**src/source/paillier_defs.svh**
```systemverilog
`ifndef PAILLIER_DEFS_SVH
`define PAILLIER_DEFS_SVH

// datapath word, wide enough for residues modulo n squared
`define KEY_W 32

// public key, n = 251 * 241
`define MOD_N 32'd60491

// n squared
`define MOD_N2 32'd3659161081

// items per task and buffer addressing
`define BATCH_LEN 8
`define BATCH_AW 3

`endif

```
**src/source/paillier_pkg.sv**
```systemverilog
`include "paillier_defs.svh"

package paillier_pkg;

    // one residue modulo n^2
    typedef logic [`KEY_W-1:0] word_t;

    typedef struct packed {
        word_t a;
        word_t b;
    } operand_pair_t;

    typedef enum logic [1:0] {
        cmd_encrypt    = 2'b00,
        cmd_reserved   = 2'b01,
        cmd_homo_add   = 2'b10,
        cmd_scalar_mul = 2'b11
    } task_cmd_e;

    typedef enum logic [2:0] {
        st_idle,
        st_fetch,
        st_enc_mn,
        st_enc_rn,
        st_enc_mul,
        st_add,
        st_scalar,
        st_emit
    } ctrl_state_e;

endpackage

```
**src/source/mod_mul_if.sv**
```systemverilog
`timescale 1ns/1ps

interface mod_mul_if;
    import paillier_pkg::*;

    // a and b are sampled in the start cycle
    logic  start;
    word_t a;
    word_t b;
    // product is valid only while done is high
    word_t product;
    logic  done;

    modport requester (
        output start,
        output a,
        output b,
        input  product,
        input  done
    );

    modport server (
        input  start,
        input  a,
        input  b,
        output product,
        output done
    );

endinterface

```
**src/source/mod_exp.sv**
```systemverilog
`timescale 1ns/1ps
`include "paillier_defs.svh"

module mod_exp (
    input  logic                clk,
    input  logic                rst_n,
    input  logic                exp_start,
    input  paillier_pkg::word_t exp_base,
    input  paillier_pkg::word_t exp_power,
    output paillier_pkg::word_t exp_result,
    output logic                exp_done
);
    import paillier_pkg::*;

    typedef enum logic [1:0] {
        ex_idle,
        ex_scan,
        ex_sq,
        ex_mul
    } exp_state_e;

    localparam int CW = $clog2(`KEY_W + 1);

    exp_state_e    state_q;
    word_t         base_q;
    word_t         pow_q;
    word_t         acc_q;
    logic [CW-1:0] bits_q;
    logic          issued_q;
    logic          start_q;
    logic          done_q;
    logic          last_bit;

    mod_mul_if mm_i ();

    mod_mul mod_mul_i (
        .clk   (clk),
        .rst_n (rst_n),
        .mm    (mm_i.server)
    );

    // square uses acc twice, multiply uses acc and the base
    assign mm_i.start = start_q;
    assign mm_i.a     = acc_q;
    assign mm_i.b     = (state_q == ex_mul) ? base_q : acc_q;

    // bits_q counts the bits left, including the current msb of pow_q
    assign last_bit = (bits_q == CW'(1));

    always_ff @(posedge clk or negedge rst_n) begin
        if (!rst_n) begin
            state_q  <= ex_idle;
            bits_q   <= '0;
            issued_q <= 1'b0;
            start_q  <= 1'b0;
            done_q   <= 1'b0;
        end else begin
            start_q <= 1'b0;
            done_q  <= 1'b0;
            case (state_q)
                ex_idle: begin
                    if (exp_start) begin
                        bits_q <= CW'(`KEY_W);
                        if (exp_power == '0) begin
                            done_q <= 1'b1;
                        end else begin
                            state_q <= ex_scan;
                        end
                    end
                end
                // leading zeros
                ex_scan: begin
                    bits_q <= bits_q - 1'b1;
                    if (pow_q[`KEY_W-1]) begin
                        issued_q <= 1'b0;
                        if (last_bit) begin
                            done_q  <= 1'b1;
                            state_q <= ex_idle;
                        end else begin
                            state_q <= ex_sq;
                        end
                    end
                end
                ex_sq, ex_mul: begin
                    if (!issued_q) begin
                        start_q  <= 1'b1;
                        issued_q <= 1'b1;
                    end
                    if (mm_i.done) begin
                        issued_q <= 1'b0;
                        if (state_q == ex_sq && pow_q[`KEY_W-1]) begin
                            state_q <= ex_mul;
                        end else begin
                            bits_q <= bits_q - 1'b1;
                            if (last_bit) begin
                                done_q  <= 1'b1;
                                state_q <= ex_idle;
                            end else begin
                                state_q <= ex_sq;
                            end
                        end
                    end
                end
                default: state_q <= ex_idle;
            endcase
        end
    end

    always_ff @(posedge clk) begin
        case (state_q)
            ex_idle: begin
                if (exp_start) begin
                    base_q <= (exp_base >= `MOD_N2) ? exp_base - `MOD_N2 : exp_base;
                    pow_q  <= exp_power;
                    acc_q  <= word_t'(1);
                end
            end
            ex_scan: begin
                pow_q <= pow_q << 1;
                // first set bit, 1^2 * base
                if (pow_q[`KEY_W-1]) begin
                    acc_q <= base_q;
                end
            end
            ex_sq: begin
                if (mm_i.done) begin
                    acc_q <= mm_i.product;
                    if (!pow_q[`KEY_W-1]) begin
                        pow_q <= pow_q << 1;
                    end
                end
            end
            ex_mul: begin
                if (mm_i.done) begin
                    acc_q <= mm_i.product;
                    pow_q <= pow_q << 1;
                end
            end
            default: ;
        endcase
    end

    assign exp_result = acc_q;
    assign exp_done   = done_q;

endmodule

```
**src/source/mod_mul.sv**
```systemverilog
`timescale 1ns/1ps
`include "paillier_defs.svh"

module mod_mul (
    input  logic      clk,
    input  logic      rst_n,
    mod_mul_if.server mm
);
    import paillier_pkg::*;

    localparam int CW = $clog2(`KEY_W + 1);
    localparam logic [`KEY_W:0] MOD_EXT = {1'b0, `MOD_N2};

    word_t          a_q;
    word_t          b_q;
    word_t          acc_q;
    word_t          a_in;
    logic [CW-1:0]  cnt_q;
    logic           busy_q;
    logic           done_q;
    logic [`KEY_W:0] dbl;
    logic [`KEY_W:0] dbl_red;
    logic [`KEY_W:0] sum;
    logic [`KEY_W:0] sum_red;

    // any 32-bit value is below 2*n^2, one subtraction is enough
    assign a_in = (mm.a >= `MOD_N2) ? mm.a - `MOD_N2 : mm.a;

    // one step: acc = 2*acc (+ a) mod n^2
    always_comb begin
        dbl     = {acc_q, 1'b0};
        dbl_red = (dbl >= MOD_EXT) ? dbl - MOD_EXT : dbl;
        sum     = dbl_red + (b_q[`KEY_W-1] ? {1'b0, a_q} : '0);
        sum_red = (sum >= MOD_EXT) ? sum - MOD_EXT : sum;
    end

    always_ff @(posedge clk or negedge rst_n) begin
        if (!rst_n) begin
            busy_q <= 1'b0;
            done_q <= 1'b0;
            cnt_q  <= '0;
        end else begin
            done_q <= 1'b0;
            if (mm.start) begin
                busy_q <= 1'b1;
                cnt_q  <= CW'(`KEY_W);
            end else if (busy_q) begin
                cnt_q <= cnt_q - 1'b1;
                if (cnt_q == CW'(1)) begin
                    busy_q <= 1'b0;
                    done_q <= 1'b1;
                end
            end
        end
    end

    // msb of b first
    always_ff @(posedge clk) begin
        if (mm.start) begin
            a_q   <= a_in;
            b_q   <= mm.b;
            acc_q <= '0;
        end else if (busy_q) begin
            acc_q <= sum_red[`KEY_W-1:0];
            b_q   <= b_q << 1;
        end
    end

    assign mm.product = acc_q;
    assign mm.done    = done_q;

    // requester has to wait for done before the next start
    a_no_overlap: assert property (@(posedge clk) disable iff (!rst_n)
        mm.start |-> !busy_q);

endmodule

```
**src/source/operand_buffer.sv**
```systemverilog
`timescale 1ns/1ps
`include "paillier_defs.svh"

module operand_buffer (
    input  logic                        clk,
    input  logic                        rst_n,
    input  logic                        clear,
    input  logic                        wr_valid,
    input  paillier_pkg::operand_pair_t wr_pair,
    input  logic [`BATCH_AW-1:0]        rd_index,
    output paillier_pkg::operand_pair_t rd_pair,
    output logic [`BATCH_AW:0]          wr_count
);
    import paillier_pkg::*;

    operand_pair_t        mem [`BATCH_LEN];
    logic [`BATCH_AW-1:0] wr_addr;

    // a write in the clear cycle lands at slot 0
    assign wr_addr = clear ? '0 : wr_count[`BATCH_AW-1:0];

    always_ff @(posedge clk or negedge rst_n) begin
        if (!rst_n) begin
            wr_count <= '0;
        end else if (clear) begin
            wr_count <= {{`BATCH_AW{1'b0}}, wr_valid};
        end else if (wr_valid) begin
            wr_count <= wr_count + 1'b1;
        end
    end

    always_ff @(posedge clk) begin
        if (wr_valid) begin
            mem[wr_addr] <= wr_pair;
        end
    end

    assign rd_pair = mem[rd_index];

    // more than BATCH_LEN pairs in one task would overwrite unread items
    a_not_full: assert property (@(posedge clk) disable iff (!rst_n)
        (wr_valid && !clear) |-> (wr_count < (`BATCH_AW+1)'(`BATCH_LEN)));

endmodule

```
**src/source/paillier_top.sv**
```systemverilog
`timescale 1ns/1ps
`include "paillier_defs.svh"

module paillier_top (
    input  logic              clk,
    input  logic              rst_n,
    input  logic [1:0]        task_cmd,
    input  logic              task_req,
    input  logic              op_valid,
    input  logic [`KEY_W-1:0] op_a,
    input  logic [`KEY_W-1:0] op_b,
    output logic [`KEY_W-1:0] result_data,
    output logic              result_valid,
    output logic              task_end,
    output logic              busy
);
    import paillier_pkg::*;

    operand_pair_t        wr_pair;
    operand_pair_t        rd_pair;
    logic [`BATCH_AW-1:0] rd_index;
    logic [`BATCH_AW:0]   wr_count;
    logic                 buf_clear;
    logic                 exp_start;
    word_t                exp_base;
    word_t                exp_power;
    word_t                exp_result;
    logic                 exp_done;

    mod_mul_if mm_i ();

    assign wr_pair = '{a: op_a, b: op_b};

    task_ctrl task_ctrl_i (
        .clk          (clk),
        .rst_n        (rst_n),
        .task_req     (task_req),
        .task_cmd     (task_cmd_e'(task_cmd)),
        .buf_clear    (buf_clear),
        .rd_index     (rd_index),
        .rd_pair      (rd_pair),
        .wr_count     (wr_count),
        .mm           (mm_i.requester),
        .exp_start    (exp_start),
        .exp_base     (exp_base),
        .exp_power    (exp_power),
        .exp_result   (exp_result),
        .exp_done     (exp_done),
        .result_data  (result_data),
        .result_valid (result_valid),
        .task_end     (task_end),
        .busy         (busy)
    );

    operand_buffer operand_buffer_i (
        .clk      (clk),
        .rst_n    (rst_n),
        .clear    (buf_clear),
        .wr_valid (op_valid),
        .wr_pair  (wr_pair),
        .rd_index (rd_index),
        .rd_pair  (rd_pair),
        .wr_count (wr_count)
    );

    mod_exp mod_exp_i (
        .clk        (clk),
        .rst_n      (rst_n),
        .exp_start  (exp_start),
        .exp_base   (exp_base),
        .exp_power  (exp_power),
        .exp_result (exp_result),
        .exp_done   (exp_done)
    );

    mod_mul mod_mul_i (
        .clk   (clk),
        .rst_n (rst_n),
        .mm    (mm_i.server)
    );

endmodule

```
**src/source/task_ctrl.sv**
```systemverilog
`timescale 1ns/1ps
`include "paillier_defs.svh"

module task_ctrl (
    input  logic                        clk,
    input  logic                        rst_n,
    input  logic                        task_req,
    input  paillier_pkg::task_cmd_e     task_cmd,
    output logic                        buf_clear,
    output logic [`BATCH_AW-1:0]        rd_index,
    input  paillier_pkg::operand_pair_t rd_pair,
    input  logic [`BATCH_AW:0]          wr_count,
    mod_mul_if.requester                mm,
    output logic                        exp_start,
    output paillier_pkg::word_t         exp_base,
    output paillier_pkg::word_t         exp_power,
    input  paillier_pkg::word_t         exp_result,
    input  logic                        exp_done,
    output paillier_pkg::word_t         result_data,
    output logic                        result_valid,
    output logic                        task_end,
    output logic                        busy
);
    import paillier_pkg::*;

    ctrl_state_e        state_q;
    task_cmd_e          cmd_q;
    logic [`BATCH_AW:0] item_q;
    logic               mm_start_q;
    logic               exp_start_q;
    word_t              mn_q;
    word_t              res_q;
    logic               have_item;
    logic               last_item;

    assign have_item = (wr_count > item_q);
    assign last_item = (item_q == (`BATCH_AW+1)'(`BATCH_LEN - 1));
    assign rd_index  = item_q[`BATCH_AW-1:0];
    assign buf_clear = (state_q == st_idle) && task_req;

    // operand select, rd_pair holds still while an item is in flight
    always_comb begin
        case (state_q)
            st_enc_mn: begin
                mm.a = rd_pair.a;
                mm.b = `MOD_N;
            end
            st_enc_mul: begin
                mm.a = mn_q;
                mm.b = res_q;
            end
            default: begin
                mm.a = rd_pair.a;
                mm.b = rd_pair.b;
            end
        endcase
    end
    assign mm.start = mm_start_q;

    // r^n for encryption, c^k for scalar multiplication
    assign exp_start = exp_start_q;
    assign exp_base  = (cmd_q == cmd_encrypt) ? rd_pair.b : rd_pair.a;
    assign exp_power = (cmd_q == cmd_encrypt) ? `MOD_N : rd_pair.b;

    always_ff @(posedge clk or negedge rst_n) begin
        if (!rst_n) begin
            state_q     <= st_idle;
            cmd_q       <= cmd_encrypt;
            item_q      <= '0;
            mm_start_q  <= 1'b0;
            exp_start_q <= 1'b0;
        end else begin
            mm_start_q  <= 1'b0;
            exp_start_q <= 1'b0;
            case (state_q)
                st_idle: begin
                    if (task_req) begin
                        cmd_q   <= task_cmd;
                        item_q  <= '0;
                        state_q <= st_fetch;
                    end
                end
                st_fetch: begin
                    if (have_item) begin
                        case (cmd_q)
                            cmd_encrypt: begin
                                mm_start_q <= 1'b1;
                                state_q    <= st_enc_mn;
                            end
                            cmd_homo_add: begin
                                mm_start_q <= 1'b1;
                                state_q    <= st_add;
                            end
                            cmd_scalar_mul: begin
                                exp_start_q <= 1'b1;
                                state_q     <= st_scalar;
                            end
                            // reserved code, emit zero so the batch still drains
                            default: state_q <= st_emit;
                        endcase
                    end
                end
                st_enc_mn: begin
                    if (mm.done) begin
                        exp_start_q <= 1'b1;
                        state_q     <= st_enc_rn;
                    end
                end
                st_enc_rn: begin
                    if (exp_done) begin
                        mm_start_q <= 1'b1;
                        state_q    <= st_enc_mul;
                    end
                end
                st_enc_mul, st_add: begin
                    if (mm.done) begin
                        state_q <= st_emit;
                    end
                end
                st_scalar: begin
                    if (exp_done) begin
                        state_q <= st_emit;
                    end
                end
                st_emit: begin
                    item_q  <= item_q + 1'b1;
                    state_q <= last_item ? st_idle : st_fetch;
                end
                default: state_q <= st_idle;
            endcase
        end
    end

    always_ff @(posedge clk) begin
        // m*n mod n^2 is a multiple of n, so +1 never wraps
        if (state_q == st_enc_mn && mm.done) begin
            mn_q <= mm.product + 1'b1;
        end
        if ((state_q == st_enc_rn || state_q == st_scalar) && exp_done) begin
            res_q <= exp_result;
        end else if ((state_q == st_enc_mul || state_q == st_add) && mm.done) begin
            res_q <= mm.product;
        end else if (state_q == st_fetch && have_item && cmd_q == cmd_reserved) begin
            res_q <= '0;
        end
    end

    assign result_data  = res_q;
    assign result_valid = (state_q == st_emit);
    assign task_end     = result_valid && last_item;
    assign busy         = (state_q != st_idle);

    a_req_idle: assert property (@(posedge clk) disable iff (!rst_n)
        task_req |-> !busy);

    // decryption code has no datapath
    a_cmd_legal: assert property (@(posedge clk) disable iff (!rst_n)
        task_req |-> (task_cmd != cmd_reserved));

endmodule
```
**config.mk**
```make
export PLATFORM = sky130hd
export DESIGN_NAME = paillier_top
export DESIGN_NICKNAME = d
export VERILOG_FILES = /design/src/source/paillier_pkg.sv /design/src/source/mod_mul_if.sv /design/src/source/mod_exp.sv /design/src/source/mod_mul.sv /design/src/source/operand_buffer.sv /design/src/source/paillier_top.sv /design/src/source/task_ctrl.sv
export VERILOG_INCLUDE_DIRS = /design/src /design/src/source
export SDC_FILE = /design/constraint.sdc
export NUM_CORES = 2
export LEC_CHECK = 0
export BUFFER_PORTS_ARGS = -buffer_cell sky130_fd_sc_hd__clkbuf_2
export CORE_MARGIN = 2
export CORE_UTILIZATION = 50
export DETAILED_ROUTE_END_ITERATION = 12
export GPL_TIMING_DRIVEN = 0
export PLACE_DENSITY = 0.65
export SYNTH_ARGS = -nofsm -noshare
export SYNTH_HDL_FRONTEND = slang
export SYNTH_HIERARCHICAL = 1
export SYNTH_SLANG_ARGS = --single-unit
```
**constraint.sdc**
```tcl
create_clock -name clk -period 8.25 [get_ports clk]
set_input_delay 0.4125 -clock clk [delete_from_list [all_inputs] [get_ports clk]]
set_output_delay 0.4125 -clock clk [all_outputs]
set_load 0.02 [all_outputs]
```
Word level (Yosys, flattened, before mapping)

Memory sizes are Yosys's and may differ from the RTL's.
Cells that the tools add are included.

Register bits: 394
Bits in latches: 0
Bits in writable memories: 512
Memory bits (read-only): 0
Output and inout port bits: 35
Word-level logic and storage cells: 211
Memories kept: 1

Memories:

| name                 | words | width | rd ports | clocked after Yosys merged registers in | write ports | RTL line             | RTL |
|---|---|---|---|---|---|---|---|
| operand_buffer_i.mem | 8     | 64    | 1        | 0                                       | 1           | operand_buffer.sv:16 | `` operand_pair_t mem [`BATCH_LEN]; `` |

Add/subtract/negate cells: 15
$mul: 0
Div/mod/pow operators: 0
$lt $le $gt $ge: 8
Equal/unequal tests: 31
Shift-type cells: 0
Multiplexer cells: 93
Bitwise operators: 0
Reductions and logical operators: 34

Operators with widths:

| cell                     | number |
|---|---|
| $mux W32                 | 25 |
| $sub A32 B32 Y32 const B | 5 |
| $ge A33 B32 Y1 const B   | 4 |
| $pmux W32 S4             | 1 |
| $ge A32 B32 Y1 const B   | 3 |
| $pmux W32 S3             | 1 |
| $add A33 B32 Y33         | 2 |
| $mux W33                 | 2 |
| $sub A33 B32 Y33 const B | 2 |
| $pmux W32 S2             | 1 |
| $mux W6                  | 7 |
| $add A32 B1 Y32 const B  | 1 |
| $logic_not A32 Y1        | 1 |
| $mux W1                  | 31 |
| $mux W3                  | 7 |
| $pmux W3 S7              | 1 |
| $eq A6 B1 Y1 const B     | 3 |
| $ne A2 B2 Y1 const B     | 9 |
| $pmux W6 S3              | 1 |
| $sub A6 B1 Y6 const B    | 3 |
| $eq A3 B3 Y1 const B     | 4 |
| $mux W2                  | 6 |
| $mux W4                  | 3 |
| $ne A2 B1 Y1 const B     | 5 |
| other kinds (23)         | 53 |

Longest topological paths before layout

Depth after elaboration: 6
Mapped depth: 27

Modules after synthesis

Netlist, hierarchy kept.

By module, submodules not included:

| module                        | times used | cells each | area an instance (µm²) | seq. area each (µm²) |
|---|---|---|---|---|
| operand_buffer                | 1          | 772        | 19488.7                | 15474.8 |
| mod_mul (mod_exp_i.mod_mul_i) | 1          | 1017       | 8782.2                 | 2762.6 |
| mod_mul (mod_mul_i)           | 1          | 1015       | 8750.9                 | 2762.6 |
| mod_exp                       | 1          | 441        | 5544.1                 | 3158.0 |
| task_ctrl                     | 1          | 515        | 5049.8                 | 2197.1 |

Worst setup path after synthesis

OpenSTA, ideal clock, no wires.

Kind: input port to flip-flop
Start point: in task_req
End point: mem operand_buffer_i/mem[4][0] (netlist bit), enable pin
Data arrival time: 7.591 ns
Data required time: 7.583 ns
Path slack: -0.008 ns
Stages: 4
Buffers on the path: 1
Cells stage by stage: nor4b_2 -> clkbuf_1 -> nand2b_1 -> nor4b_1

Longest elaborated chain between the ends: 2

RTL lines:

| item                | RTL line             | RTL |
|---|---|---|
| from (decl)         | paillier_top.sv:8    | `input logic task_req,` |
| $logic_and A1 B1 Y1 | task_ctrl.sv:39      | `assign buf_clear = (state_q == st_idle) && task_req;` |
| $mux W3             | operand_buffer.sv:20 | `` assign wr_addr = clear ? '0 : wr_count[`BATCH_AW-1:0]; `` |
| to (decl)           | operand_buffer.sv:16 |  |

Every way passes these cells.

Final worst setup path

Start point: reg mod_exp_i.mod_mul_i.acc_q[3], in the netlist mod_exp_i/mod_mul_i/mm.product[3]
End point: reg mod_exp_i.mod_mul_i.acc_q[18], in the netlist mod_exp_i/mod_mul_i/mm.product[18]

Longest elaborated chain between the ends: 5
Elaborated cells between the ends (all ways): 7
Classes of those cells: add/sub (3); order compare (2); mux (2)

RTL lines:

| item                                               | RTL line      | RTL |
|---|---|---|
| from (decl)                                        | mod_mul.sv:16 | `word_t acc_q;` |
| from (signal assigned)                             | mod_mul.sv:64 | `` acc_q <= sum_red[`KEY_W-1:0]; `` |
| $sub A33 B32 Y33 or $ge A33 B32 Y1 (tied branches) | mod_mul.sv:32 | `dbl_red = (dbl >= MOD_EXT) ? dbl - MOD_EXT : dbl;` |
| $mux W33 (*)                                       | mod_mul.sv:32 |  |
| $add A33 B32 Y33 (*)                               | mod_mul.sv:33 | `` sum = dbl_red + (b_q[`KEY_W-1] ? {1'b0, a_q} : '0); `` |
| $sub A32 B32 Y32 or $ge A33 B32 Y1 (tied branches) | mod_mul.sv:34 | `sum_red = (sum >= MOD_EXT) ? sum - MOD_EXT : sum;` |
| $mux W32 (*)                                       | mod_mul.sv:34 |  |

Every way passes the cells marked *; elsewhere a longest branch is shown, timed or not.
A chain may end at the register's enable or synchronous reset.

==> impl_metrics.ini <==
[place]
dpl.hpwl_um = 101000
port_buffers = 103
dp.cells = 5186
place_congestion = 0.949

[clock_network]
clk_latency_ps = 660
numCtsBuffers = 91
htree_levels = 3
cts_tree = yes
clock_path_buffers = 3
clock_sinks = 906
cts_root_buf = clkbuf_16
clk_pin_slew_ps = 70

[logic_synthesis]
ys_async_sr_fraction = 0.0464
ys_warn_count = 6
yosys-top-cells-area = edfxtp_1, mux4_2, mux2_2, dfxtp_1, ha_1
avgSynthCellArea_sq_um = 12.7
ys_types = 119
syn_inst = 3760
ys_seq_elements = 906
synth_edf_count = 800
synth_top_area_cell = edfxtp_1
ys_seq_area_frac = 0.554
syn_nets = 3933
synth.cell_area_sq_um = 47600
synth_top_area_frac = 0.505
synth_ff_type = edfxtp_1

[worst_setup_path]
critPathKind = register to register
startpoint_type = register
cp.required_ps = 8740
r2r_end = mod_exp_i/mod_mul_i/mm.product[18]
reg2reg_slack_ps = 520
timing.rr.start = mod_exp_i/mod_mul_i/mm.product[3]
critPathArrivalTime_ps = 8220
crit_fanout = 10
end_kind = register
r2r_cells = 24

[timing]
clock_skew_ps = 20.4
fin_crit_sh = 0.936
drv_slew = 0
period_needed_ps = 7730
relSlewSlack = 0.0731
rsz0062_at_grt = no
hold_violations = 0
fin_setup_tns_ps = 0
setup_viol = 0
hold_ws_ps = 26.1
max_freq_ghz = 0.129
tightest_slew_ps = 1390

[drt]
wl_per_cell_um = 25.2
drt-total-wl_um = 135000
ant_nets = 0
dr_wl_met2_um = 62700
drc = 0
top_layer = met5
drtIter0Drc = 3679
route.met3.wl_um = 11300
first_pass_iters = 6
routed_via_density = 6.16
vias = 33049
wl_met1_um = 55800

[worst_hold_path]
hold-path-endpoint = operand_buffer_i/mem[2][12]
min_path_cells = 1
min_from = op_b[12]
hold_class = primary input to register

[global_route]
antenna_found_initial = 6
grt_max_degree = 47
grt_pass1_wl_um = 200000
grt_pass1_vias = 31288
grt_usage = 0.272
grt_overflow_total = 0

[floorplanning]
fp.coreArea_sq_um = 94700
rows = 113
die_w_um = 313
start_util = 0.503
io_pins = 105
dieArea_sq_um = 97700
die_h_um = 313

[final_layout]
layout_common_cells = edfxtp_1, nand2_1, nor2_1
multi_input_area_sq_um = 20100
final_common_cell = edfxtp_1
final_cell_count_no_fill = 5367
final_nets = 4202
seqCellArea_sq_um = 26400
drive_gt1_frac = 0.188
areaGrowthSynthToFinish_pct = 12.5
n_fill_cell = 7764

[job]
maxCapViolCount = 0

[run_status]
outcome = finished, final reports clean
[critical path, cell delays in order (launching register included)]
cell	delay (ps)
dfxtp_1	550
nand4_1	200
o311ai_1	490
a31oi_1	260
o21a_1	290
o21ai_0	230
a31oi_1	200
inv_1	230
clkbuf_1	470
nand2_1	170
xnor2_1	260
ha_1	270
clkbuf_1	190
a21oi_1	230
o21ai_0	180
a221oi_1	390
o211ai_2	260
a21o_1	250
a2111oi_2	500
nand2b_1	170
or4_4	570
a41oi_4	450
buf_4	290
mux2i_1	260
o311ai_0	170
[worst max path at each step]
stage                                      startpoint                            endpoint  slack, ps
floorplan                                    task_req          operand_buffer_i/mem[1][0]        660
global placement                             task_req         operand_buffer_i/mem[1][50]      -6510
detailed placement  mod_exp_i/mod_mul_i/mm.product[0]  mod_exp_i/mod_mul_i/mm.product[11]        510
CTS                 mod_exp_i/mod_mul_i/mm.product[3]  mod_exp_i/mod_mul_i/mm.product[18]        460
global route        mod_exp_i/mod_mul_i/mm.product[0]  mod_exp_i/mod_mul_i/mm.product[18]          4
finish              mod_exp_i/mod_mul_i/mm.product[3]  mod_exp_i/mod_mul_i/mm.product[18]        520
[through the flow]
step	utilization	cell area (sq um)	setup WS (ps)
2_1_floorplan	-	47600	659
3_3_place_gp	0.525	49700	-6510
3_5_place_dp	0.533	50500	513
4_1_cts	0.565	53500	462
5_1_grt	0.566	53600	3.77
6_report	0.566	53600	524
[layout make-up]
cell class,count,share of cell area
antenna,2,0.0000934
buffer,186,0.0164
clock buffer,111,0.0439
clock inverter,53,0.0102
inverter,91,0.00645
multi-input combinational,2576,0.376
sequential,906,0.492
tap,1265,0.0295
timing repair buffer,177,0.0258
[routing by layer]
| metal | GRT usage | up-vias |
|---|---|---|
| met3 | 0.0535 | 263 |
| met5 | 0 | - |
| met1 | 0.371 | 16311 |
| met4 | 0.101 | 10 |
| li1 | - | 15021 |
| met2 | 0.434 | 1444 |
[cell families after synthesis]
group,after synthesis,share of synthesized area
mux,336,0.109
simple gates,1155,0.123
fa+ha+maj,103,0.0274
flops,906,0.554
xor+xnor,246,0.0457
buf+inv,278,0.0257
compound gates,736,0.116
[Yosys cell counts (22+ instances only)]
library cell and number:
a21o_1 27, a21oi_1 142, a22o_1 117, a311oi_1 30, and2_1 93, and3_1 30, buf_2 27, clkbuf_1 116
dfrtp_1 42, dfxtp_1 64, edfxtp_1 800, ha_1 101, inv_1 89, mux2_2 194, mux4_2 128, nand2_1 329
nand2b_1 26, nand3_1 78, nand4_1 50, nor2_1 261, nor2b_1 38, nor3_1 68, nor4_1 41, o211ai_1 30
o21a_1 30, o21ai_0 112, or2_2 22, or3_1 28, xnor2_1 119, xor2_1 124
[state kept, by name, summed over array words and instances, names as in the netlist, 32 cells and up]
name,cells
mod_exp_i/mod_mul_i/b_q,32
mod_mul_i/b_q,32
mod_exp_i/pow_q,32
mod_exp_i/exp_result,32
mod_exp_i/base_q,32
mod_exp_i/mod_mul_i/a_q,32
mod_mul_i/mm.product,32
task_ctrl_i/result_data,32
operand_buffer_i/mem,512
mod_exp_i/mod_mul_i/mm.product,32
task_ctrl_i/mn_q,32
mod_mul_i/a_q,32
[what timing repair did]
action                                 CTS  global route
setup endpoints to repair                0            38
setup buffers                            0             0
resized for setup                        0             5
hold buffers                            13             1
endpoints found under the hold margin   69            18
Power is left out: the tool's default activity adds up to more than one toggle a clock period on the data nets, which glitch-free logic cannot reach.
